==> config.mk <==
export PLATFORM = sky130hd
export DESIGN_NAME = mips_regfile
export DESIGN_NICKNAME = d
export VERILOG_FILES = /design/src/rtl/mips_pkg.sv /design/src/rtl/mips_regfile.sv
export VERILOG_INCLUDE_DIRS = /design/src /design/src/include
export SDC_FILE = /design/constraint.sdc
export NUM_CORES = 2
export LEC_CHECK = 0
export BUFFER_PORTS_ARGS = -buffer_cell sky130_fd_sc_hd__buf_2
export CORE_MARGIN = 10
export CORE_UTILIZATION = 64
export DETAILED_ROUTE_END_ITERATION = 16
export PLACE_DENSITY_LB_ADDON = 0.12
export REMOVE_ABC_BUFFERS = 1
export SETUP_SLACK_MARGIN = 0.2
export SLEW_MARGIN = 10
export SYNTH_ARGS = -nofsm -noshare
export SYNTH_HDL_FRONTEND = slang
export SYNTH_SLANG_ARGS = --single-unit
==> constraint.sdc <==
create_clock -name clk_i -period 3.65 [get_ports clk_i]
set_input_delay 1.095 -clock clk_i [delete_from_list [all_inputs] [get_ports clk_i]]
set_output_delay 1.095 -clock clk_i [all_outputs]
set_load 0.01 [all_outputs]
==> src/include/mips_isa.svh <==
`ifndef MIPS_ISA_SVH
`define MIPS_ISA_SVH

// primary opcode field, inst[31:26]
localparam logic [5:0] OP_SPECIAL = 6'h00;
localparam logic [5:0] OP_ADDIU   = 6'h09;
localparam logic [5:0] OP_ORI     = 6'h0d;
localparam logic [5:0] OP_LUI     = 6'h0f;

// funct field of SPECIAL, inst[5:0]
localparam logic [5:0] FN_SLL   = 6'h00;
localparam logic [5:0] FN_SRL   = 6'h02;
localparam logic [5:0] FN_MFHI  = 6'h10;
localparam logic [5:0] FN_MFLO  = 6'h12;
localparam logic [5:0] FN_MULT  = 6'h18;
localparam logic [5:0] FN_MULTU = 6'h19;
localparam logic [5:0] FN_ADDU  = 6'h21;
localparam logic [5:0] FN_SUBU  = 6'h23;
localparam logic [5:0] FN_AND   = 6'h24;
localparam logic [5:0] FN_OR    = 6'h25;
localparam logic [5:0] FN_XOR   = 6'h26;
localparam logic [5:0] FN_SLT   = 6'h2a;

`endif

==> src/rtl/mips_pkg.sv <==
package mips_pkg;

    `include "mips_isa.svh"

    typedef logic [31:0] gpr_t;
    typedef logic [31:0] inst_t;
    typedef logic [31:0] addr_t;
    typedef logic [4:0]  gpr_addr_t;

    typedef enum logic [3:0] {
        ALU_ADD,
        ALU_SUB,
        ALU_AND,
        ALU_OR,
        ALU_XOR,
        ALU_SLT,
        ALU_SLL,
        ALU_SRL,
        ALU_PASS_B
    } alu_op_e;

    typedef enum logic [2:0] {
        HILO_NONE,
        HILO_MULT,
        HILO_MULTU,
        HILO_MFHI,
        HILO_MFLO
    } hilo_op_e;

    // word returned by the instruction SRAM, tagged with its address
    typedef struct packed {
        logic  valid;
        addr_t pc;
        inst_t inst;
    } fetch_t;

    // operands already resolved, shamt only read by shifts
    typedef struct packed {
        logic      valid;
        alu_op_e   alu_op;
        hilo_op_e  hilo_op;
        gpr_t      src_a;
        gpr_t      src_b;
        logic [4:0] shamt;
        gpr_addr_t dest;
        logic      wr_en;
    } issue_t;

    typedef struct packed {
        logic      valid;
        gpr_addr_t addr;
        gpr_t      data;
    } wb_t;

endpackage

==> src/rtl/mips_regfile.sv <==
`timescale 1ns/1ps

module mips_regfile import mips_pkg::*; (
    input  logic      clk_i,
    input  logic      arst_n_i,
    input  gpr_addr_t rs_addr_i,
    input  gpr_addr_t rt_addr_i,
    input  wb_t       wb_i,
    output gpr_t      rs_data_o,
    output gpr_t      rt_data_o
);

    gpr_t regs [32];

    always_ff @(posedge clk_i or negedge arst_n_i) begin
        if (!arst_n_i) begin
            for (int i = 0; i < 32; i++) begin
                regs[i] <= '0;
            end
        end else if (wb_i.valid && wb_i.addr != '0) begin
            regs[wb_i.addr] <= wb_i.data;
        end
    end

    // $0 is never written, so it reads zero
    assign rs_data_o = regs[rs_addr_i];
    assign rt_data_o = regs[rt_addr_i];

endmodule

* Word-level counts from Yosys, hierarchy flattened
Cells that the tools add are included.
** Storage, ports and cells
- Logic and storage cells :: 51
- Register bits :: 1024
** Operators by class
- Reduce and logical (&&, ||, !) cells :: 3
- Multiplexer cells :: 9
- Bitwise gates (word level) :: 3
- Order comparisons :: 4
** Operator list (count)
- 1024-bit bitwise mux :: 1
- 32-bit binary-select mux with 5-bit select :: 2
- 32-bit demux with 5-bit select :: 1
- 32-bit 2-to-1 mux :: 5
- 6-bit greater-or-equal comparator, second input constant :: 3
- 5-bit NOT with 6-bit output :: 3
- 6-bit by 1-bit less-than comparator with 1-bit output, second input constant :: 1
- 5-bit nonzero test :: 1
- 1-bit logical AND :: 2

* Longest topological paths before layout
- Depth in word-level cells :: 6
- Gate-level depth with buffers :: 8
- Gate-level depth less buffers :: 5

* Worst setup path after synthesis
Ideal clock, no wire load.
- Kind :: input -> output
- Start point :: input rs_addr_i[1]
- End point :: output rs_data_o[11]
- Stages on the path :: 8
- Setup slack :: 0.216 ns
- Arrival :: 2.339 ns
- Cell sequence :: buf_2 > buf_4 > buf_2 > buf_2 > mux2i_1 > nand2_1 > a31oi_1 > nand3_1
** Between the ends
- Cells in the longest elaborated chain, start to end :: 4
** Ends and longest elaborated chain
- from (decl) :: line mips_regfile.sv:6 : input gpr_addr_t rs_addr_i,
- 5-bit NOT with 6-bit output (implied by the code) :: line mips_regfile.sv:26 : assign rs_data_o = regs[rs_addr_i];
- 32-bit binary-select mux with 5-bit select :: line mips_regfile.sv:26
- 32-bit 2-to-1 mux (implied by the code) (2 in a row) :: line mips_regfile.sv:26
- to (decl) :: line mips_regfile.sv:9 : output gpr_t rs_data_o,
Every way passes these cells. The select of a mux whose other input is x is not followed.

* Worst setup path in the final report
- Start point :: input rt_addr_i[1]
- End point :: output rt_data_o[24]
** Between the ends
- Cells in the longest elaborated chain, start to end :: 4
** Ends and longest elaborated chain
- from (decl) :: line mips_regfile.sv:7 : input gpr_addr_t rt_addr_i,
- 5-bit NOT with 6-bit output (implied by the code) :: line mips_regfile.sv:27 : assign rt_data_o = regs[rt_addr_i];
- 32-bit binary-select mux with 5-bit select :: line mips_regfile.sv:27
- 32-bit 2-to-1 mux (implied by the code) (2 in a row) :: line mips_regfile.sv:27
- to (decl) :: line mips_regfile.sv:10 : output gpr_t rt_data_o
Every way passes these cells. The select of a mux whose other input is x is not followed.

==> flow_summary.json <==
{
  "drv_cap": 0,
  "drv_slew": 0,
  "synth_warnings": 0,
  "worstMarginPinSlew_ps": 746,
  "coreArea_um2": 86800,
  "critPathCaptureType": "output port",
  "nNetsFinal": 5005,
  "fmax_mhz": 260,
  "r2r_cells": 1,
  "layout_setup_ws_ps": -191,
  "grt_usage_pct": 35.7,
  "ir_drop_mv": 0.440,
  "vias": 43200,
  "cts-root-buf": "clkbuf_16",
  "clockBufferDepth": 3,
  "cts_sinks": 1024,
  "antenna_cells": 0,
  "dp_slack_ps": -238,
  "worstSetupPathType": "in -> out",
  "synth_flop_cell": "dfrtp_1",
  "syn_area_per_cell_um2": 12.2,
  "syn_area_um2": 55900,
  "area_growth_pct": 24.4,
  "synthTopCellsByCount": "dfrtp_1 (1024), mux2i_1 (1024), mux2_2 (953)",
  "nFillCells": 4882,
  "r2r_end": "regs[878]$_DFFE_PN0P_",
  "rsz0062_at_grt": "yes",
  "initial_core_util_pct": 64.5,
  "crit_fanout": 6,
  "totalWireLength_mm": 191,
  "finalCriticalPeriod_ps": 3840,
  "critPathRequiredTime_ps": 2550,
  "cp_data_arrival_time_ps": 2750,
  "cts_buffers": 109,
  "wl_per_cell_um": 30.9,
  "largest_register_ffs": 1024,
  "reg_top3": "regs (1024)",
  "finClkSkew_ps": 0,
  "max_flop_register": "regs",
  "synthCells": 4601,
  "grt_pass1_vias": 43600,
  "synth_top_area_share_pct": 45.8,
  "yosys-top-cells-area": "dfrtp_1 (46%), mux2_2 (19%), mux2i_1 (18%)",
  "chipHeight_um": 316,
  "setup_viol": 59,
  "die_x_um": 316,
  "fin_util_pct": 80.2,
  "status": "finished with violations",
  "crit_path_start_kind": "input port",
  "final_layout_size_suffix_gt1_share_pct": 41.9,
  "final.period_utilization_pct": 105,
  "design_power_total_uw": 35100,
  "rrSetupSlack_ps": 2780,
  "synth_top_area_cell": "dfrtp_1",
  "cts_tree": "built",
  "synth_edf_count": 0,
  "port_buffers": 113,
  "grt_pass1_wl_mm": 273,
  "hold_viol_final": 0,
  "leakage_uw": 0.0330,
  "worstHoldPathType": "in -> async",
  "gp_congestion": 0.861,
  "clkSlewWorstSetupHoldPaths_ps": 60,
  "cellPowerDensity_nw_per_um2": 504,
  "drtIter0Drc": 4544,
  "antenna_found_initial": 2,
  "dr.pass1.iters": 8,
  "grt_start_max_net_pins": 93,
  "cts-htree-levels": 3,
  "yosysUniqueCellTypes": 28,
  "vias_per_cell": 6.97,
  "regToRegStartpoint": "regs[878]$_DFFE_PN0P_",
  "clk_latency_ps": 710,
  "ys_seq_elements": 1024,
  "slew-limit-headroom_pct": 50.3,
  "route.detailed.drc": 0,
  "yosysSeqAreaShare_pct": 45.8,
  "place_hpwl_mm": 103,
  "async_flop_share_pct": 100,
  "drtAntennaViolNets": 0,
  "die-area_um2": 99600,
  "failed_checks": "setup timing",
  "num_io_pins": 114,
  "cts_hold_buf": 0,
  "gr-total-overflow": 0,
  "rows": 108
}
-- worst max-delay path by stage --
stage / slack, ps / end / start
floorplan: -3490 / rs_data_o[0] / rs_addr_i[2]
global placement: -220 / rt_data_o[20] / rt_addr_i[1]
detailed placement: -240 / rs_data_o[29] / rs_addr_i[1]
CTS: -110 / rt_data_o[21] / rt_addr_i[2]
global route: -230 / rt_data_o[4] / rt_addr_i[1]
finish: -190 / rt_data_o[24] / rt_addr_i[1]
-- worst max-delay path, stage by stage --
cell and delay [ps]:
buf_16 140, buf_16 160, buf_4 140, buf_16 130
mux2i_1 230, a22o_1 200, nor3_2 70, a31oi_2 240
nand3_2 160, buf_6 150
-- power breakdown --
group / switching [uW] / internal [uW]
logic: 3600 / 4200
registers: 1850 / 13500
clock network: 4830 / 7110
total: 10300 / 24800
-- timing repair --
item                                    CTS  global route
gates resized for setup                 358           163
gates cloned                             37            21
pin swaps                               131           118
buffers inserted                         81            57
endpoints found under the setup margin   64            64
-- layer usage --
| layer | track usage (%) | vias up | routed length (um) |
|---|---|---|---|
| met2 | 57.3 | 2502 | 88400 |
| met1 | 45.3 | 22200 | 73400 |
| li1 | - | 17700 | - |
| met3 | 7.07 | 777 | 17100 |
| met5 | 0 | - | 31 |
| met4 | 19.6 | 4 | 12400 |
-- cell type report --
cell class | count | area (um2) | share of cell area [%]
multi-input combinational | 3104 | 29300 | 42.1
sequential | 1024 | 25600 | 36.8
timing repair buffer | 716 | 9400 | 13.5
clock buffer | 156 | 3230 | 4.64
tap | 1155 | 1450 | 2.08
clock inverter | 44 | 609 | 0.876
-- kinds of logic after synthesis --
logic type	after synthesis	synth area share (%)
compound gates	576	7.01
buf+inv	473	4.50
flops	1024	45.8
mux	2016	38.3
simple gates	512	4.39
-- through the flow --
step | hold WS [ps] | instance area (um2) | setup TNS (ps) | cells
6_report | 376 | 69600 | -4450 | 6199
5_1_grt | 405 | 69600 | -5830 | 6199
4_1_cts | 362 | 67800 | -1440 | 6121
3_5_place_dp | 388 | 60300 | -8500 | 5803
3_3_place_gp | 384 | 60300 | -7830 | 5803
2_1_floorplan | 373 | 53400 | -223600 | 4128
-- cell usage in the layout (no fill, tap or decap), types with 23 or more instances in the layout --
cell type  netlist  final
dfrtp_1       1024   1024
mux2i_1       1024    995
mux2_2         953    953
buf_4           64    277
nand2_1        210    188
a21oi_1        192    182
a22oi_1        192    172
buf_12           0    159
nand3_1        194    144
clkbuf_16        0    130
a22o_1         128    127
buf_6           48    107
buf_2          111     66
buf_16           0     60
nor3_2           0     52
nand3_2          0     43
mux2_1          39     39
clkbuf_8         0     28
a31oi_4          0     27
mux2i_2          0     26
buf_8            0     25
a31oi_1         64     23
clkinv_2         0     23
(Power assumes the default switching activity.)
