$ cat config.mk
export PLATFORM = sky130hd
export DESIGN_NAME = mips_writeback
export DESIGN_NICKNAME = d
export VERILOG_FILES = /design/src/rtl/mips_pkg.sv /design/src/rtl/mips_writeback.sv
export VERILOG_INCLUDE_DIRS = /design/src /design/src/include
export SDC_FILE = /design/constraint.sdc
export NUM_CORES = 1
export LEC_CHECK = 0
export BUFFER_PORTS_ARGS = -buffer_cell sky130_fd_sc_hd__buf_2
export CAP_MARGIN = 20
export CORE_AREA = 2 2 88 90
export CTS_CLUSTER_DIAMETER = 200
export CTS_CLUSTER_SIZE = 14
export DETAILED_ROUTE_END_ITERATION = 10
export DIE_AREA = 0 0 90 92
export GPL_TIMING_DRIVEN = 0
export PLACE_DENSITY = 0.67
export SKIP_LAST_GASP = 1
export SLEW_MARGIN = 20
export SYNTH_ARGS = -nofsm -noshare
export SYNTH_HDL_FRONTEND = slang
export SYNTH_SLANG_ARGS = --single-unit
$ cat constraint.sdc
create_clock -name clk_i -period 1.5 [get_ports clk_i]
set_clock_uncertainty 0.15 [all_clocks]
set_input_delay 0 -clock clk_i [delete_from_list [all_inputs] [get_ports clk_i]]
set_output_delay 0 -clock clk_i [all_outputs]
set_load 0.02 [all_outputs]
$ cat src/include/mips_isa.svh
`ifndef MIPS_ISA_SVH
`define MIPS_ISA_SVH

// primary opcode field, inst[31:26]
localparam logic [5:0] OP_SPECIAL = 6'h00;
localparam logic [5:0] OP_ADDIU   = 6'h09;
localparam logic [5:0] OP_ORI     = 6'h0d;
localparam logic [5:0] OP_LUI     = 6'h0f;

// funct field of SPECIAL, inst[5:0]
localparam logic [5:0] FN_SLL   = 6'h00;
localparam logic [5:0] FN_SRL   = 6'h02;
localparam logic [5:0] FN_MFHI  = 6'h10;
localparam logic [5:0] FN_MFLO  = 6'h12;
localparam logic [5:0] FN_MULT  = 6'h18;
localparam logic [5:0] FN_MULTU = 6'h19;
localparam logic [5:0] FN_ADDU  = 6'h21;
localparam logic [5:0] FN_SUBU  = 6'h23;
localparam logic [5:0] FN_AND   = 6'h24;
localparam logic [5:0] FN_OR    = 6'h25;
localparam logic [5:0] FN_XOR   = 6'h26;
localparam logic [5:0] FN_SLT   = 6'h2a;

`endif

$ cat src/rtl/mips_pkg.sv
package mips_pkg;

    `include "mips_isa.svh"

    typedef logic [31:0] gpr_t;
    typedef logic [31:0] inst_t;
    typedef logic [31:0] addr_t;
    typedef logic [4:0]  gpr_addr_t;

    typedef enum logic [3:0] {
        ALU_ADD,
        ALU_SUB,
        ALU_AND,
        ALU_OR,
        ALU_XOR,
        ALU_SLT,
        ALU_SLL,
        ALU_SRL,
        ALU_PASS_B
    } alu_op_e;

    typedef enum logic [2:0] {
        HILO_NONE,
        HILO_MULT,
        HILO_MULTU,
        HILO_MFHI,
        HILO_MFLO
    } hilo_op_e;

    // word returned by the instruction SRAM, tagged with its address
    typedef struct packed {
        logic  valid;
        addr_t pc;
        inst_t inst;
    } fetch_t;

    // operands already resolved, shamt only read by shifts
    typedef struct packed {
        logic      valid;
        alu_op_e   alu_op;
        hilo_op_e  hilo_op;
        gpr_t      src_a;
        gpr_t      src_b;
        logic [4:0] shamt;
        gpr_addr_t dest;
        logic      wr_en;
    } issue_t;

    typedef struct packed {
        logic      valid;
        gpr_addr_t addr;
        gpr_t      data;
    } wb_t;

endpackage

$ cat src/rtl/mips_writeback.sv
`timescale 1ns/1ps

module mips_writeback import mips_pkg::*; (
    input  logic   clk_i,
    input  logic   arst_n_i,
    input  issue_t issue_i,
    input  gpr_t   alu_result_i,
    input  gpr_t   hilo_result_i,
    output wb_t    ex_result_o,
    output wb_t    wb_o
);

    logic hilo_read;
    wb_t  wb_q;

    assign hilo_read = (issue_i.hilo_op == HILO_MFHI) || (issue_i.hilo_op == HILO_MFLO);

    // also the execute-stage forwarding source
    assign ex_result_o.valid = issue_i.valid && issue_i.wr_en;
    assign ex_result_o.addr  = issue_i.dest;
    assign ex_result_o.data  = hilo_read ? hilo_result_i : alu_result_i;

    always_ff @(posedge clk_i or negedge arst_n_i) begin
        if (!arst_n_i) begin
            wb_q <= '0;
        end else begin
            wb_q <= ex_result_o;
        end
    end

    assign wb_o = wb_q;

endmodule

; ---- After elaboration in Yosys (flattened, before gate mapping)
; Cells that the tools add are included.
[op_classes]
eq_ne = 2
mux = 1
reduce_logical = 2
[op_table]
columns = operator, count
row1 = $mux W32, 1
row2 = $eq A3 B2 Y1 const B, 1
row3 = $eq A3 B3 Y1 const B, 1
row4 = $logic_and A1 B1 Y1, 1
row5 = $logic_or A1 B1 Y1, 1
[word_totals]
ff_bits = 38
input_bits = 149
out_inout_bits = 76
word_cells = 8

; ---- Depth between registers and ports, before layout
[depth]
ltp_word = 3
mapped_depth = 4
depth_no_buf = 3

; ---- Least setup slack after synthesis
; No wires, ideal clock.
[synth_timing]
path_kind = input port to flip-flop
from = in issue_i[75] in the netlist's numbering
to = reg wb_q, in the netlist wb_o[28]
setup_ns = 0.167
arrival_time_ns = 1.005
t_required_ns = 1.183
setup_slack_ns = 0.178
path_stages = 4
path_buffers = 1
cell_sequence = and3b_1 > a21oi_2 > buf_6 > mux2_1
[synth_lines]
columns = element, line_no
row1 = start: declaration, mips_writeback.sv:6  ; input issue_t issue_i,
row2 = end signal: assignment, mips_writeback.sv:27  ; wb_q <= ex_result_o;
row3 = end: declaration, mips_writeback.sv:14  ; wb_t wb_q;

; ---- Worst setup path in the final report
[layout_timing]
from = in issue_i[77] in the netlist's numbering
to = reg wb_q, in the netlist wb_o[31]
[layout_between]
elab_chain_cells = 3
word_cells_on_any_way = 4
cone_classes = eq/ne (2) / mux (1) / reduce/logical (1)
[layout_lines]
columns = element, line_no
row1 = $eq A3 B2 Y1 or $eq A3 B3 Y1 (tied branches), mips_writeback.sv:16  ; assign hilo_read = (issue_i.hilo_op == HILO_MFHI) || (issue_i.hilo_op == HILO_MFLO);
row2 = $logic_or A1 B1 Y1 (*), mips_writeback.sv:16
row3 = $mux W32 (*), mips_writeback.sv:21  ; assign ex_result_o.data = hilo_read ? hilo_result_i : alu_result_i;
; Every way passes the cells marked *; elsewhere a longest branch is shown, timed or not.

==> results.yml <==
die:
  core_area_um2: 7447
  rows: 32
  initial_utilization: 0.1893
  die_height_um: 92
  fp.dieArea_um2: 8280
  num_io_pins: 225
  dieWidth_um: 90
min_path:
  hp-start: "issue_i[77]"
  hold_path_depth: 4
  hold_end: "wb_o[28]"
  holdCritPathClass: "input port to register"
setup_path:
  ws_path_type: "input port to register"
  critPathCaptureType: "register"
  slowest_delay_ps: 550
  crit_slowest_cell: "sky130_fd_sc_hd__dlygate4sd3_1"
  worst-endpoint-required_ps: 1530
  highest_net_fanout_along_the_worst_path: 4
  cp-start-kind: "input port"
  critical_path_arrival_ps: 1510
  path_cells: "buf_2 -> and3b_1 -> a21oi_4 -> buf_12 -> mux2_2 -> dlygate4sd3_1"
global_route:
  grt_overflow_total: 0
  antenna_found_initial: 0
  groute.usage.overall: 0.1337
  grt_max_degree: 39
  vias_in_the_first_global_route: 1832
  grt_pass1_wl_um: 8694
synth:
  mappedNetlistArea_um2: 1410
  post_synth_inst_count: 82
  post_synth.cell_area_avg_um2: 17.20
  synth.yosys.warnings: 0
  syn_nets: 231
  ys_types: 9
  synth_sequential_area_ratio: 0.6744
  register_bit_total_from_synthesis: 38
job:
  max_cap_violations: 0
power_and_ir_drop:
  combinationalPowerShare: 0.297
  clkPwrFrac: 0.305
  total_power_consumption_of_the_routed_design_w: 0.002814
  leakage_nw: 1.608
  power.share.switching: 0.2901
  power_report.internal_total_w: 0.001997
  vdd_ir_drop_max_uv: 381.4
  pwr-share-seq: 0.398
  powerDensity_nw_per_um2: 888.5
  net_switching_component_of_the_power_w: 0.0008164
place:
  dp_hpwl_um: 3428
  io_buffers: 151
  dpl_cell_area_um2: 2293
  dp_slack_ps: -73.81
  placedCellCount: 335
  globalplace.congestion: 0.6725
finish:
  finish.instance_area_um2: 3167
  area.growth.synth_to_final_pct: 124.6
  post_route_cells_drive_above_1_share: 0.6361
  antenna-diode-count: 0
  fin_cells: 418
  final_net_count: 464
  largest_register_ff_count: 38
  layout.cells.most_common: "sky130_fd_sc_hd__buf_2"
  mostFrequentLayoutCells: "sky130_fd_sc_hd__buf_2 (152), sky130_fd_sc_hd__dlygate4sd3_1 (72), sky130_fd_sc_hd__dfrtp_1 (38)"
timing:
  final-max-slew-violation-count: 0
  timing.slew.headroom: 0.4376
  final_min_period_ps: 1483
  setup_failing_eps_final: 0
  unrepaired_setup_endpoints_after_global_routing: "true"
  hold_violation_count_in_the_final_report: 0
  maxClockFrequency_mhz: 674.4
  finalWorstSetupSlack_ps: 17.17
  layout_worst_path_cycle_share: 0.9886
  tightest_slew_ps: 843.6
clocking:
  clock_tree_from_tritoncts: "yes"
  htree_levels: 2
  clockBufferDepth: 2
  cts_root_buffer: "sky130_fd_sc_hd__clkbuf_8"
  clock_sink_count: 38
  clk_transition_reported_paths_ps: 80
  cts-buffers-inserted: 5
route:
  routedWlPerCell_um: 13.42
  detailedRoute.firstIterationViolations: 11
  detailroute.via_count: 1576
  drt_pre_antenna_iters: 4
  detail-route-antenna-nets: 0
  route.detailed.vias_per_inst: 3.770
  post-route-drc-count: 0
  postRouteWirelength_um: 5610
status:
  run_status: "completed"
cells by family (layout without fill, tap and decap cells):
| family | after synthesis | count (layout) | synth area share |
|---|---|---|---|
| buf+inv | 8 | 242 | 0.05058 |
| simple gates | 3 | 3 | 0.01331 |
| mux | 32 | 32 | 0.2555 |
| compound gates | 1 | 1 | 0.006212 |
| flops | 38 | 38 | 0.6744 |
how the worst max path moves through the flow:
stage / startpoint / slack, ps / end
after global placement: issue_i[75] / -60 / ex_result_o[17]
after detailed placement: issue_i[75] / -70 / ex_result_o[17]
after global routing: issue_i[77] / -30 / wb_o[31]
final: issue_i[77] / 20 / wb_o[31]
after floorplan: issue_i[75] / 180 / wb_o[28]
after CTS: issue_i[77] / 20 / ex_result_o[17]
power groups by stage:
stage | logic (W) | registers (W) | clock network, W
after floorplan | 0.000252 | 0.00125 | 0
final | 0.000836 | 0.00112 | 0.000858
after global routing | 0.000892 | 0.00113 | 0.000931
after CTS | 0.000818 | 0.00112 | 0.000893
after detailed placement | 0.000668 | 0.00114 | 0
after global placement | 0.000661 | 0.00114 | 0
per-layer routing:
metal	GRT usage	vias up	share of wire
met2	0.2469	99	0.52
met3	0.04437	15	0.087
li1	-	739	-
met5	0	-	0
met1	0.1329	723	0.37
met4	0.07051	0	0.028
what timing repair did:
item / 4_1_cts / 5_1_grt
setup endpoints to repair: 30 / 17
pin swaps: 0 / 0
buffers inserted: 0 / 2
hold endpoints to repair: 76 / 0
resized for setup: 1 / 3
hold buffers: 72 / 0
gates cloned: 0 / 1
Yosys cell counts:
library cell / number / area share
sky130_fd_sc_hd__dfrtp_1: 38 / 0.67
sky130_fd_sc_hd__mux2_2: 28 / 0.22
sky130_fd_sc_hd__buf_6: 3 / 0.024
sky130_fd_sc_hd__and2_1: 1 / 0.0044
sky130_fd_sc_hd__nor2_1: 1 / 0.0027
sky130_fd_sc_hd__and3b_1: 1 / 0.0062
sky130_fd_sc_hd__buf_4: 5 / 0.027
sky130_fd_sc_hd__mux2_1: 4 / 0.032
sky130_fd_sc_hd__a21oi_2: 1 / 0.0062
per-stage QoR:
step / hold slack (ps) / util / setup TNS, ps
finish: 158.8 / 0.4252 / 0
global route: 176.9 / 0.4252 / -102.4
CTS: 154.7 / 0.4204 / 0
detailed placement: -20.89 / 0.3080 / -1890
global placement: -22.84 / 0.3080 / -1166
floorplan: -445.6 / - / 0
final cells by class:
class,count,area (um2)
fillers,689,4280
repair buffers,226,1509
clock buffers,5,68.82
plain buffers,8,75.07
well taps,102,127.6
flip-flops and latches,38,950.9
clock inverters,3,40.04
multi-input cells,36,395.4
critical path: cells and delay by family:
kind | cells | cell delay, ps
AOI/OAI and AO/OA | 1 | 170
buffers and inverters | 3 | 800
muxes | 1 | 340
and+or+nand+nor | 1 | 200
(Power assumes the default switching activity.)
