`src/include/mips_isa.svh`:
```
`ifndef MIPS_ISA_SVH
`define MIPS_ISA_SVH

// primary opcode field, inst[31:26]
localparam logic [5:0] OP_SPECIAL = 6'h00;
localparam logic [5:0] OP_ADDIU   = 6'h09;
localparam logic [5:0] OP_ORI     = 6'h0d;
localparam logic [5:0] OP_LUI     = 6'h0f;

// funct field of SPECIAL, inst[5:0]
localparam logic [5:0] FN_SLL   = 6'h00;
localparam logic [5:0] FN_SRL   = 6'h02;
localparam logic [5:0] FN_MFHI  = 6'h10;
localparam logic [5:0] FN_MFLO  = 6'h12;
localparam logic [5:0] FN_MULT  = 6'h18;
localparam logic [5:0] FN_MULTU = 6'h19;
localparam logic [5:0] FN_ADDU  = 6'h21;
localparam logic [5:0] FN_SUBU  = 6'h23;
localparam logic [5:0] FN_AND   = 6'h24;
localparam logic [5:0] FN_OR    = 6'h25;
localparam logic [5:0] FN_XOR   = 6'h26;
localparam logic [5:0] FN_SLT   = 6'h2a;

`endif

```
`src/rtl/mips_pkg.sv`:
```
package mips_pkg;

    `include "mips_isa.svh"

    typedef logic [31:0] gpr_t;
    typedef logic [31:0] inst_t;
    typedef logic [31:0] addr_t;
    typedef logic [4:0]  gpr_addr_t;

    typedef enum logic [3:0] {
        ALU_ADD,
        ALU_SUB,
        ALU_AND,
        ALU_OR,
        ALU_XOR,
        ALU_SLT,
        ALU_SLL,
        ALU_SRL,
        ALU_PASS_B
    } alu_op_e;

    typedef enum logic [2:0] {
        HILO_NONE,
        HILO_MULT,
        HILO_MULTU,
        HILO_MFHI,
        HILO_MFLO
    } hilo_op_e;

    // word returned by the instruction SRAM, tagged with its address
    typedef struct packed {
        logic  valid;
        addr_t pc;
        inst_t inst;
    } fetch_t;

    // operands already resolved, shamt only read by shifts
    typedef struct packed {
        logic      valid;
        alu_op_e   alu_op;
        hilo_op_e  hilo_op;
        gpr_t      src_a;
        gpr_t      src_b;
        logic [4:0] shamt;
        gpr_addr_t dest;
        logic      wr_en;
    } issue_t;

    typedef struct packed {
        logic      valid;
        gpr_addr_t addr;
        gpr_t      data;
    } wb_t;

endpackage

```
`src/rtl/mips_fetch.sv`:
```
`timescale 1ns/1ps

module mips_fetch import mips_pkg::*; #(
    parameter addr_t RESET_PC = 32'h0000_0000
) (
    input  logic   clk_i,
    input  logic   arst_n_i,
    output addr_t  inst_sram_addr_o,
    input  inst_t  inst_sram_rdata_i,
    output fetch_t fetch_o
);

    addr_t pc_q;
    addr_t fetch_pc_q;
    logic  fetch_valid_q;

    // no stalls, so the pc free-runs
    always_ff @(posedge clk_i or negedge arst_n_i) begin
        if (!arst_n_i) begin
            pc_q          <= RESET_PC;
            fetch_pc_q    <= RESET_PC;
            fetch_valid_q <= 1'b0;
        end else begin
            pc_q          <= pc_q + 32'd4;
            fetch_pc_q    <= pc_q;
            fetch_valid_q <= 1'b1;
        end
    end

    assign inst_sram_addr_o = pc_q;

    // sram data lands one cycle behind its address
    assign fetch_o = '{valid: fetch_valid_q, pc: fetch_pc_q, inst: inst_sram_rdata_i};

endmodule

```
`config.mk`:
```
export PLATFORM = sky130hd
export DESIGN_NAME = mips_fetch
export DESIGN_NICKNAME = d
export VERILOG_FILES = /design/src/rtl/mips_pkg.sv /design/src/rtl/mips_fetch.sv
export VERILOG_INCLUDE_DIRS = /design/src /design/src/include
export SDC_FILE = /design/constraint.sdc
export NUM_CORES = 1
export LEC_CHECK = 0
export BUFFER_PORTS_ARGS = -buffer_cell sky130_fd_sc_hd__buf_2
export CORE_MARGIN = 2
export CORE_UTILIZATION = 45
export DETAILED_ROUTE_END_ITERATION = 8
export GPL_ROUTABILITY_DRIVEN = 0
export PLACE_DENSITY = 0.9
export SYNTH_ARGS = -nofsm -noshare
export SYNTH_HDL_FRONTEND = slang
export SYNTH_SLANG_ARGS = --single-unit
```
`constraint.sdc`:
```
create_clock -name clk_i -period 5.2 [get_ports clk_i]
set_clock_uncertainty 0.2 [all_clocks]
set_input_delay 1.04 -clock clk_i [delete_from_list [all_inputs] [get_ports clk_i]]
set_output_delay 1.04 -clock clk_i [all_outputs]
set_load 0.005 [all_outputs]
```
# Word level (Yosys, flattened, before mapping)
# Index checks and enable logic that the tools add are counted.
# totals
elab_cells,4
output_inout_bits,97
reg_bits,65
input_bits,34
# classes
add_sub_neg,1
# op_table
op,count
"adder 32 x 3 -> 32 bit, second input constant",1

# Logic depth before layout (Yosys ltp)
# Gate-level depths: netlist of run 1.
# depth
depth_word,1
ltp_mapped,5
ltp_nobuf,5

# Worst setup path after synthesis of run 1
# OpenSTA, ideal clock, no wires.
# synth_path
kind,input to output
start,in inst_sram_rdata_i[0]
end,out fetch_o[0] (netlist bit)
slack_ns,2.809
required_ns,3.960
stages,1
path_buffers,1
arrival_time_ns,1.151
path_cell_list,buf_4
# synth_rtl
element,line,rtl
"start, declared",mips_fetch.sv:9,"input inst_t inst_sram_rdata_i,"
"end, declared",mips_fetch.sv:10,output fetch_t fetch_o
# No word-level cell between the ends.

# Worst setup path after layout of run 1
# layout_path
start,in inst_sram_rdata_i[4]
end,out fetch_o[4] (netlist bit)
# No word-level cell between the ends.

==> summary.md, run 1 <==
| Metric | Value |
|---|---|
| Router iterations before antenna repair | 4 |
| CTS Hold Buffers Added | 0 |
| Max Transition Viols Final | 0 |
| Worst ir drop on vdd | 0.124 mV |
| Final cell count without fillers | 295 |
| Maximum Capacitance Violations | 0 |
| X dimension of the die | 77.1 um |
| CTS tree | yes |
| Quantity of gates resized following cts | 0 |
| Average detailed-routed wire length per instance | 13.5 um |
| # clock sinks | 61 |
| Via count | 1320 |
| DP Cell Count | 279 |
| Leading cell type in the layout, fill and taps excluded | buf_2 |
| Power Density | 318 nW/um^2 |
| Final hold slack | 0.230 ns |
| Antenna violations before repair | 0 |
| Measured slew at the worst slew-check pin | 0.704 ns |
| Worst setup margin | 2.92 ns |
| Gate power share | 1.2% |
| Setup TNS after final layout | 0 ns |
| Instance count on the critical path | 0 |
| Most used cells in the layout excluding fill and tap cells | 62 x buf_2, 61 x dfrtp_1, 19 x xnor2_1, 13 x clkbuf_8 |
| Worst min-delay path class | reg2reg |
| Latest clock arrival within the worst-skew pair | 0.32 ns |
| Final clock period utilization by the worst path | 43.9% |
| Kind of end point of the critical path | primary output |
| Crit Path Class | in2out |
| Count of final hold-check violations | 0 |
| Portion of the post-synthesis area used by sequential elements | 63.4% |
| Clock Power Share | 44.1% |
| Clock tree buffer depth | 2 |
| Net Sw Frac | 19.1% |
| Worst path arrival time | 1.04 ns |
| Starting density of the core | 46.8% |
| Area of the mapped netlist | 2410 sq um |
| Post-detailed-placement half-perimeter wirelength | 2870 um |
| Wire length of the first global-routing pass | 6700 um |
| Detailed-route vias per instance | 4.47 |
| Leakage power total | 1.54 nW |
| Final-stage net count | 255 |
| Post-CTS setup buffer count | 0 |
| Clock slew at the register clock pins of the worst setup and hold paths | 0.06 ns |
| Global route total overflow | 0 |
| Seq pwr share | 54.7% |
| Max H-tree Level | 3 |
| Setup-violating endpoint count in the final report | 0 |
| Shortest period the worst path allows | 2.28 ns |
| Startpoint Class | input port |
| Highest net fanout along the worst path | 1 |
| Number of buffers created by CTS | 9 |
| Layout fillers | 452 |
| Post-synthesis cell type count | 20 |
| Internal power consumption | 0.000702 W |
| Area growth from synthesis to layout | 13.7% |
| Via count of the first global-routing pass | 1314 |
| Fraction of registers with async set/reset | 100% |
| Synth Register Bits | 61 |
| Worst path required time | 3.96 ns |
| Worst max-slew margin expressed relative to the limit | 53.1% |
| Area of the placeable core | 5140 sq um |
| Number of antenna-violating nets in the routed design | 0 |
| Result of the run | finished, final reports clean |
| Total inserted antenna cells | 0 |
| Warnings, synthesis | 0 |
| Most instantiated flip-flop cell in the synthesis netlist | dfrtp_1 |
| GR Util All Layers | 14.7% |
| Fmax | 439 MHz |
| Synthesized area per cell | 13.4 sq um |
| Residual DRC count | 0 |
| Die Y-Extent | 77.1 um |
| Proportion of layout cells with a drive suffix above 1 | 36.9% |
| Post-Syn Instances | 180 |
| WL final | 3990 um |
| Area enclosed by the die boundary | 5950 sq um |
| First-iteration detailed-routing DRC count | 35 |
| Unrepaired setup endpoints after global routing | no |
| Cell count of the worst hold path | 0 |
| Number of enable-type register cells in the synthesized netlist | 0 |
| Largest net degree at the start of global routing | 62 |
| Boundary pin count | 131 |
| Overall Power | 0.000868 W |
| Worst slack after detailed placement | 2.92 ns |
| Depth of the worst register-to-register path | 5 |
| Clock tree root buffer cell | clkbuf_8 |
| Number of rows created at floorplan | 26 |
| Switching power total | 0.000166 W |
| Count of input and output buffers | 62 |
[per-stage QoR]
| step | instance area [sq um] | utilization (%) |
|---|---|---|
| 6_report | 2740 | 53.2 |
| 2_1_floorplan | 2420 | - |
| 3_3_place_gp | 2540 | 49.5 |
| 5_1_grt | 2740 | 53.2 |
| 4_1_cts | 2740 | 53.2 |
| 3_5_place_dp | 2540 | 49.5 |
[layout make-up]
| cell class | instances | area, sq um | share of cell area [%] |
|---|---|---|---|
| Sequential cell | 61 | 1530 | 55.8 |
| Clock buffer | 16 | 190 | 6.95 |
| Tap cell | 70 | 87.6 | 3.20 |
| Inverter | 3 | 11.3 | 0.412 |
| Timing Repair Buffer | 63 | 318 | 11.6 |
| Multi-Input combinational cell | 82 | 602 | 22.0 |
[synthesized netlist by cell type (2+ instances only)]
cell / n / area [sq um]
and3_1: 4 / 25.0
dfrtp_1: 61 / 1530
inv_1: 3 / 11.3
conb_1: 2 / 7.51
buf_4: 37 / 278
nor2_1: 6 / 22.5
nand4_1: 6 / 37.5
nor4_4: 3 / 63.8
nand2_1: 10 / 37.5
nor3_1: 3 / 15.0
nand3_1: 10 / 50.1
xor2_1: 9 / 78.8
xnor2_1: 19 / 166
[sequential cells by signal, summed over array words and instances, names as in the netlist]
register	flops
inst_sram_addr_o	30
fetch_valid_q	1
fetch_pc_q	30
[routing by layer]
layer / track usage [%] / part of all wire [%] / routed length, um
met1: 17.7 / 40 / 1590
met2: 22.6 / 50 / 1980
met3: 4.71 / 8.0 / 321
met4: 9.82 / 2.6 / 104
met5: 0 / 0 / 0
[cells by family (layout without fill, tap and decap cells)]
family / after synthesis / after routing / share of synthesized area [%]
flops: 61 / 61 / 63.4
simple gates: 48 / 48 / 13.5
buf+inv: 40 / 82 / 12.0
xor+xnor: 28 / 28 / 10.2
other cells: 2 / 5 / 0.312
fa+ha+maj: 1 / 1 / 0.520
[path summary, 6_finish.rpt]
kind | endpoint | start | slack (ns)
setup / recovery | fetch_o[4] | inst_sram_rdata_i[4] | 2.92
hold / removal | fetch_pc_q[31]$_DFF_PN0_ | inst_sram_addr_o[31]$_DFF_PN0_ | 0.23
setup reg to reg | inst_sram_addr_o[30]$_DFF_PN0_ | inst_sram_addr_o[2]$_DFF_PN0_ | 3.15
hold reg to reg | fetch_pc_q[31]$_DFF_PN0_ | inst_sram_addr_o[31]$_DFF_PN0_ | 0.23
max in group asynchronous | inst_sram_addr_o[22]$_DFF_PN0_ | arst_n_i | 3.68
min in group asynchronous | fetch_pc_q[9]$_DFF_PN0_ | arst_n_i | 0.67
[power by group through the flow]
stage          clock network (W)  registers, W  logic [W]
6_report                0.000383      0.000475  0.0000102
5_1_grt                 0.000424      0.000475  0.0000123
4_1_cts                 0.000395      0.000475  0.0000110
3_5_place_dp                   0      0.000484  0.0000109
3_3_place_gp                   0      0.000484  0.0000107
2_1_floorplan                  0      0.000484  0.0000234
Power figures use the tool's default switching activity.
==> run 2, diff against run 1 <==
--- a/config.mk
+++ b/config.mk
@@ -8,10 +8,10 @@
 export LEC_CHECK = 0
 export BUFFER_PORTS_ARGS = -buffer_cell sky130_fd_sc_hd__buf_2
 export CORE_MARGIN = 2
-export CORE_UTILIZATION = 45
+export CORE_UTILIZATION = 44
 export DETAILED_ROUTE_END_ITERATION = 8
 export GPL_ROUTABILITY_DRIVEN = 0
-export PLACE_DENSITY = 0.9
+export PLACE_DENSITY = 0.88
 export SYNTH_ARGS = -nofsm -noshare
 export SYNTH_HDL_FRONTEND = slang
 export SYNTH_SLANG_ARGS = --single-unit
==> constraint.sdc (replaced) <==
create_clock -name clk_i -period 2.15 [get_ports clk_i]
set_clock_uncertainty 0.2 [all_clocks]
set_input_delay 0.43 -clock clk_i [delete_from_list [all_inputs] [get_ports clk_i]]
set_output_delay 0.43 -clock clk_i [all_outputs]
set_load 0.005 [all_outputs]
==> run 2 against run 1 <==
Utilization decreased by 0.42 points. Global-route usage decreased by 0.27 points. Non-clock buffer count increased by 3. Worst setup slack got worse by 2.8 ns. Clock-buffer cell count decreased by 4. Routed wire length increased by 1.5%. Final cell count increased by 0.34%. Sequential power increased by 140%. Largest power group unchanged. Highest routed layer unchanged.
==> summary.md, run 2 (synthesis results as in run 1) <==
| Metric | Value |
|---|---|
| Starting density of the core | 46.2% |
| Instance count on the critical path | 6 |
| Power Density | 736 nW/um^2 |
| Worst path arrival time | 2.03 ns |
| Crit-path most repeated cell | nand3_1 |
| Startpoint Class | flip-flop |
| Setup TNS after final layout | 0 ns |
| GR Util All Layers | 14.5% |
| Minimum setup slack among reg-to-reg paths | 0.12 ns |
| Kind of end point of the critical path | flip-flop |
| Area of the placeable core | 5200 sq um |
| Residual DRC count | 0 |
| Source of the worst register-to-register timing path | inst_sram_addr_o[2]$_DFF_PN0_ |
| Total inserted antenna cells | 0 |
| Net Sw Frac | 19.9% |
| WL final | 4050 um |
| Global route total overflow | 0 |
| Boundary pin count | 131 |
| Crit Path Class | reg2reg |
| Result of the run | finished, final reports clean |
| Wire length of the first global-routing pass | 6690 um |
| Clock tree buffer depth | 2 |
| Clock Power Share | 41.7% |
| Cell type of the slowest stage on the worst timing path | dfrtp_1 |
| Timing endpoint of the critical path | inst_sram_addr_o[24]$_DFF_PN0_ |
| Max Transition Viols Final | 0 |
| Maximum Capacitance Violations | 0 |
| Area growth from synthesis to layout | 14.2% |
| Delay of the slowest critical-path stage | 0.45 ns |
| Internal power consumption | 0.00162 W |
| Worst ir drop on vdd | 0.305 mV |
| Seq pwr share | 56.8% |
| Die Y-Extent | 78.0 um |
| Proportion of layout cells with a drive suffix above 1 | 37.6% |
| Crit-path leading delay family | simple AND/OR/NAND/NOR gates |
| Shortest period the worst path allows | 2.03 ns |
| Most used cells in the layout excluding fill and tap cells | 62 x buf_2, 61 x dfrtp_1, 19 x xnor2_1, 11 x clkbuf_8 |
| Unrepaired setup endpoints after global routing | no |
| Final clock period utilization by the worst path | 94.2% |
| Critical path origin | inst_sram_addr_o[2]$_DFF_PN0_ |
| # clock sinks | 61 |
| Average detailed-routed wire length per instance | 13.7 um |
| Depth of the worst register-to-register path | 6 |
| Detailed-route vias per instance | 4.64 |
| Clock slew at the register clock pins of the worst setup and hold paths | 0.06 ns |
| Largest net degree at the start of global routing | 41 |
| Highest net fanout along the worst path | 6 |
| Setup-violating endpoint count in the final report | 0 |
| Worst path required time | 2.15 ns |
| Number of rows created at floorplan | 26 |
| Area enclosed by the die boundary | 6080 sq um |
| Number of antenna-violating nets in the routed design | 0 |
| Gate power share | 1.4% |
| X dimension of the die | 78.0 um |
| Post-detailed-placement half-perimeter wirelength | 2850 um |
| Worst min-delay path class | reg2reg |
| R2r endpoint | inst_sram_addr_o[24]$_DFF_PN0_ |
| Fmax | 494 MHz |
| Final-stage net count | 258 |
| Count of buffer and inverter cells on the critical path | 1 |
| Final hold slack | 0.229 ns |
| Antenna violations before repair | 0 |
| Number of buffers created by CTS | 9 |
| Via count | 1374 |
| Switching power total | 0.000403 W |
| Latest clock arrival within the worst-skew pair | 0.33 ns |
| Chain of cells forming the critical path | ha_1 -> nand3_1 -> nor4_4 -> buf_4 -> nand3_1 -> xnor2_1 |
| Leakage power total | 1.55 nW |
| First-iteration detailed-routing DRC count | 53 |
| Clock tree root buffer cell | clkbuf_8 |
| CTS tree | yes |
| Count of final hold-check violations | 0 |
| Count of input and output buffers | 62 |
| Max H-tree Level | 3 |
| Router iterations before antenna repair | 4 |
| Via count of the first global-routing pass | 1376 |
| Leading cell type in the layout, fill and taps excluded | buf_2 |
-- run 2: worst min-delay path by stage --
stage,startpoint,to,cells after the start
after floorplan,arst_n_i,fetch_pc_q[10]$_DFF_PN0_,0
after global placement,inst_sram_addr_o[31]$_DFF_PN0_,fetch_pc_q[31]$_DFF_PN0_,0
after detailed placement,inst_sram_addr_o[31]$_DFF_PN0_,fetch_pc_q[31]$_DFF_PN0_,0
after CTS,inst_sram_addr_o[31]$_DFF_PN0_,fetch_pc_q[31]$_DFF_PN0_,0
after global routing,inst_sram_addr_o[31]$_DFF_PN0_,fetch_pc_q[31]$_DFF_PN0_,0
final,inst_sram_addr_o[31]$_DFF_PN0_,fetch_pc_q[31]$_DFF_PN0_,0
-- run 2: power groups by stage --
| stage | sequential [W] | combinational, W | clock [W] |
|---|---|---|---|
| floorplan | 0.00117 | 0.0000567 | 0 |
| global placement | 0.00117 | 0.0000289 | 0 |
| detailed placement | 0.00117 | 0.0000297 | 0 |
| CTS | 0.00115 | 0.0000312 | 0.000868 |
| global route | 0.00115 | 0.0000356 | 0.000934 |
| finish | 0.00115 | 0.0000293 | 0.000844 |
-- run 2: cell type report --
cell class | instances | area [sq um]
repair buffers | 66 | 355
fillers | 453 | 2460
multi-input cells | 82 | 602
well taps | 70 | 87.6
inverters | 3 | 11.3
flip-flops and latches | 61 | 1530
clock buffers | 12 | 155
clock inverters | 2 | 10.0
-- run 2: what timing repair did --
action | in CTS | in global routing
resized for setup | 0 | 0
hold buffers | 1 | 0
setup buffers | 0 | 2
setup endpoints to repair | 0 | 1
endpoints found under the hold margin | 21 | 0
-- run 2: through the flow --
step / setup WS (ns) / cell area [sq um] / cells / power (W) / utilization [%]
finish: 0.125 / 2750 / 296 / 0.00202 / 52.8
global placement: 0.255 / 2560 / 279 / 0.00120 / 49.1
detailed placement: 0.110 / 2560 / 279 / 0.00120 / 49.1
CTS: 0.0926 / 2730 / 294 / 0.00205 / 52.5
floorplan: 0.387 / 2420 / 183 / 0.00123 / -
global route: 0.0118 / 2750 / 296 / 0.00212 / 52.8
-- run 2: worst register-to-register path, cell delays in order, from the launching register on --
cell     delay (ns)
dfrtp_1        0.45
ha_1           0.23
nand3_1        0.24
nor4_4         0.37
buf_4          0.18
nand3_1        0.10
xnor2_1        0.15
-- run 2: layer usage --
metal  share of wire, %  vias up  global-route usage [%]  wire length (um)
met5                  0        -                       0                 0
met4                2.6        0                    8.25               105
met3                9.4       24                    7.09               382
met2                 48       66                    22.1              1950
met1                 40      652                    16.5              1620
li1                   -      632                       -                 -
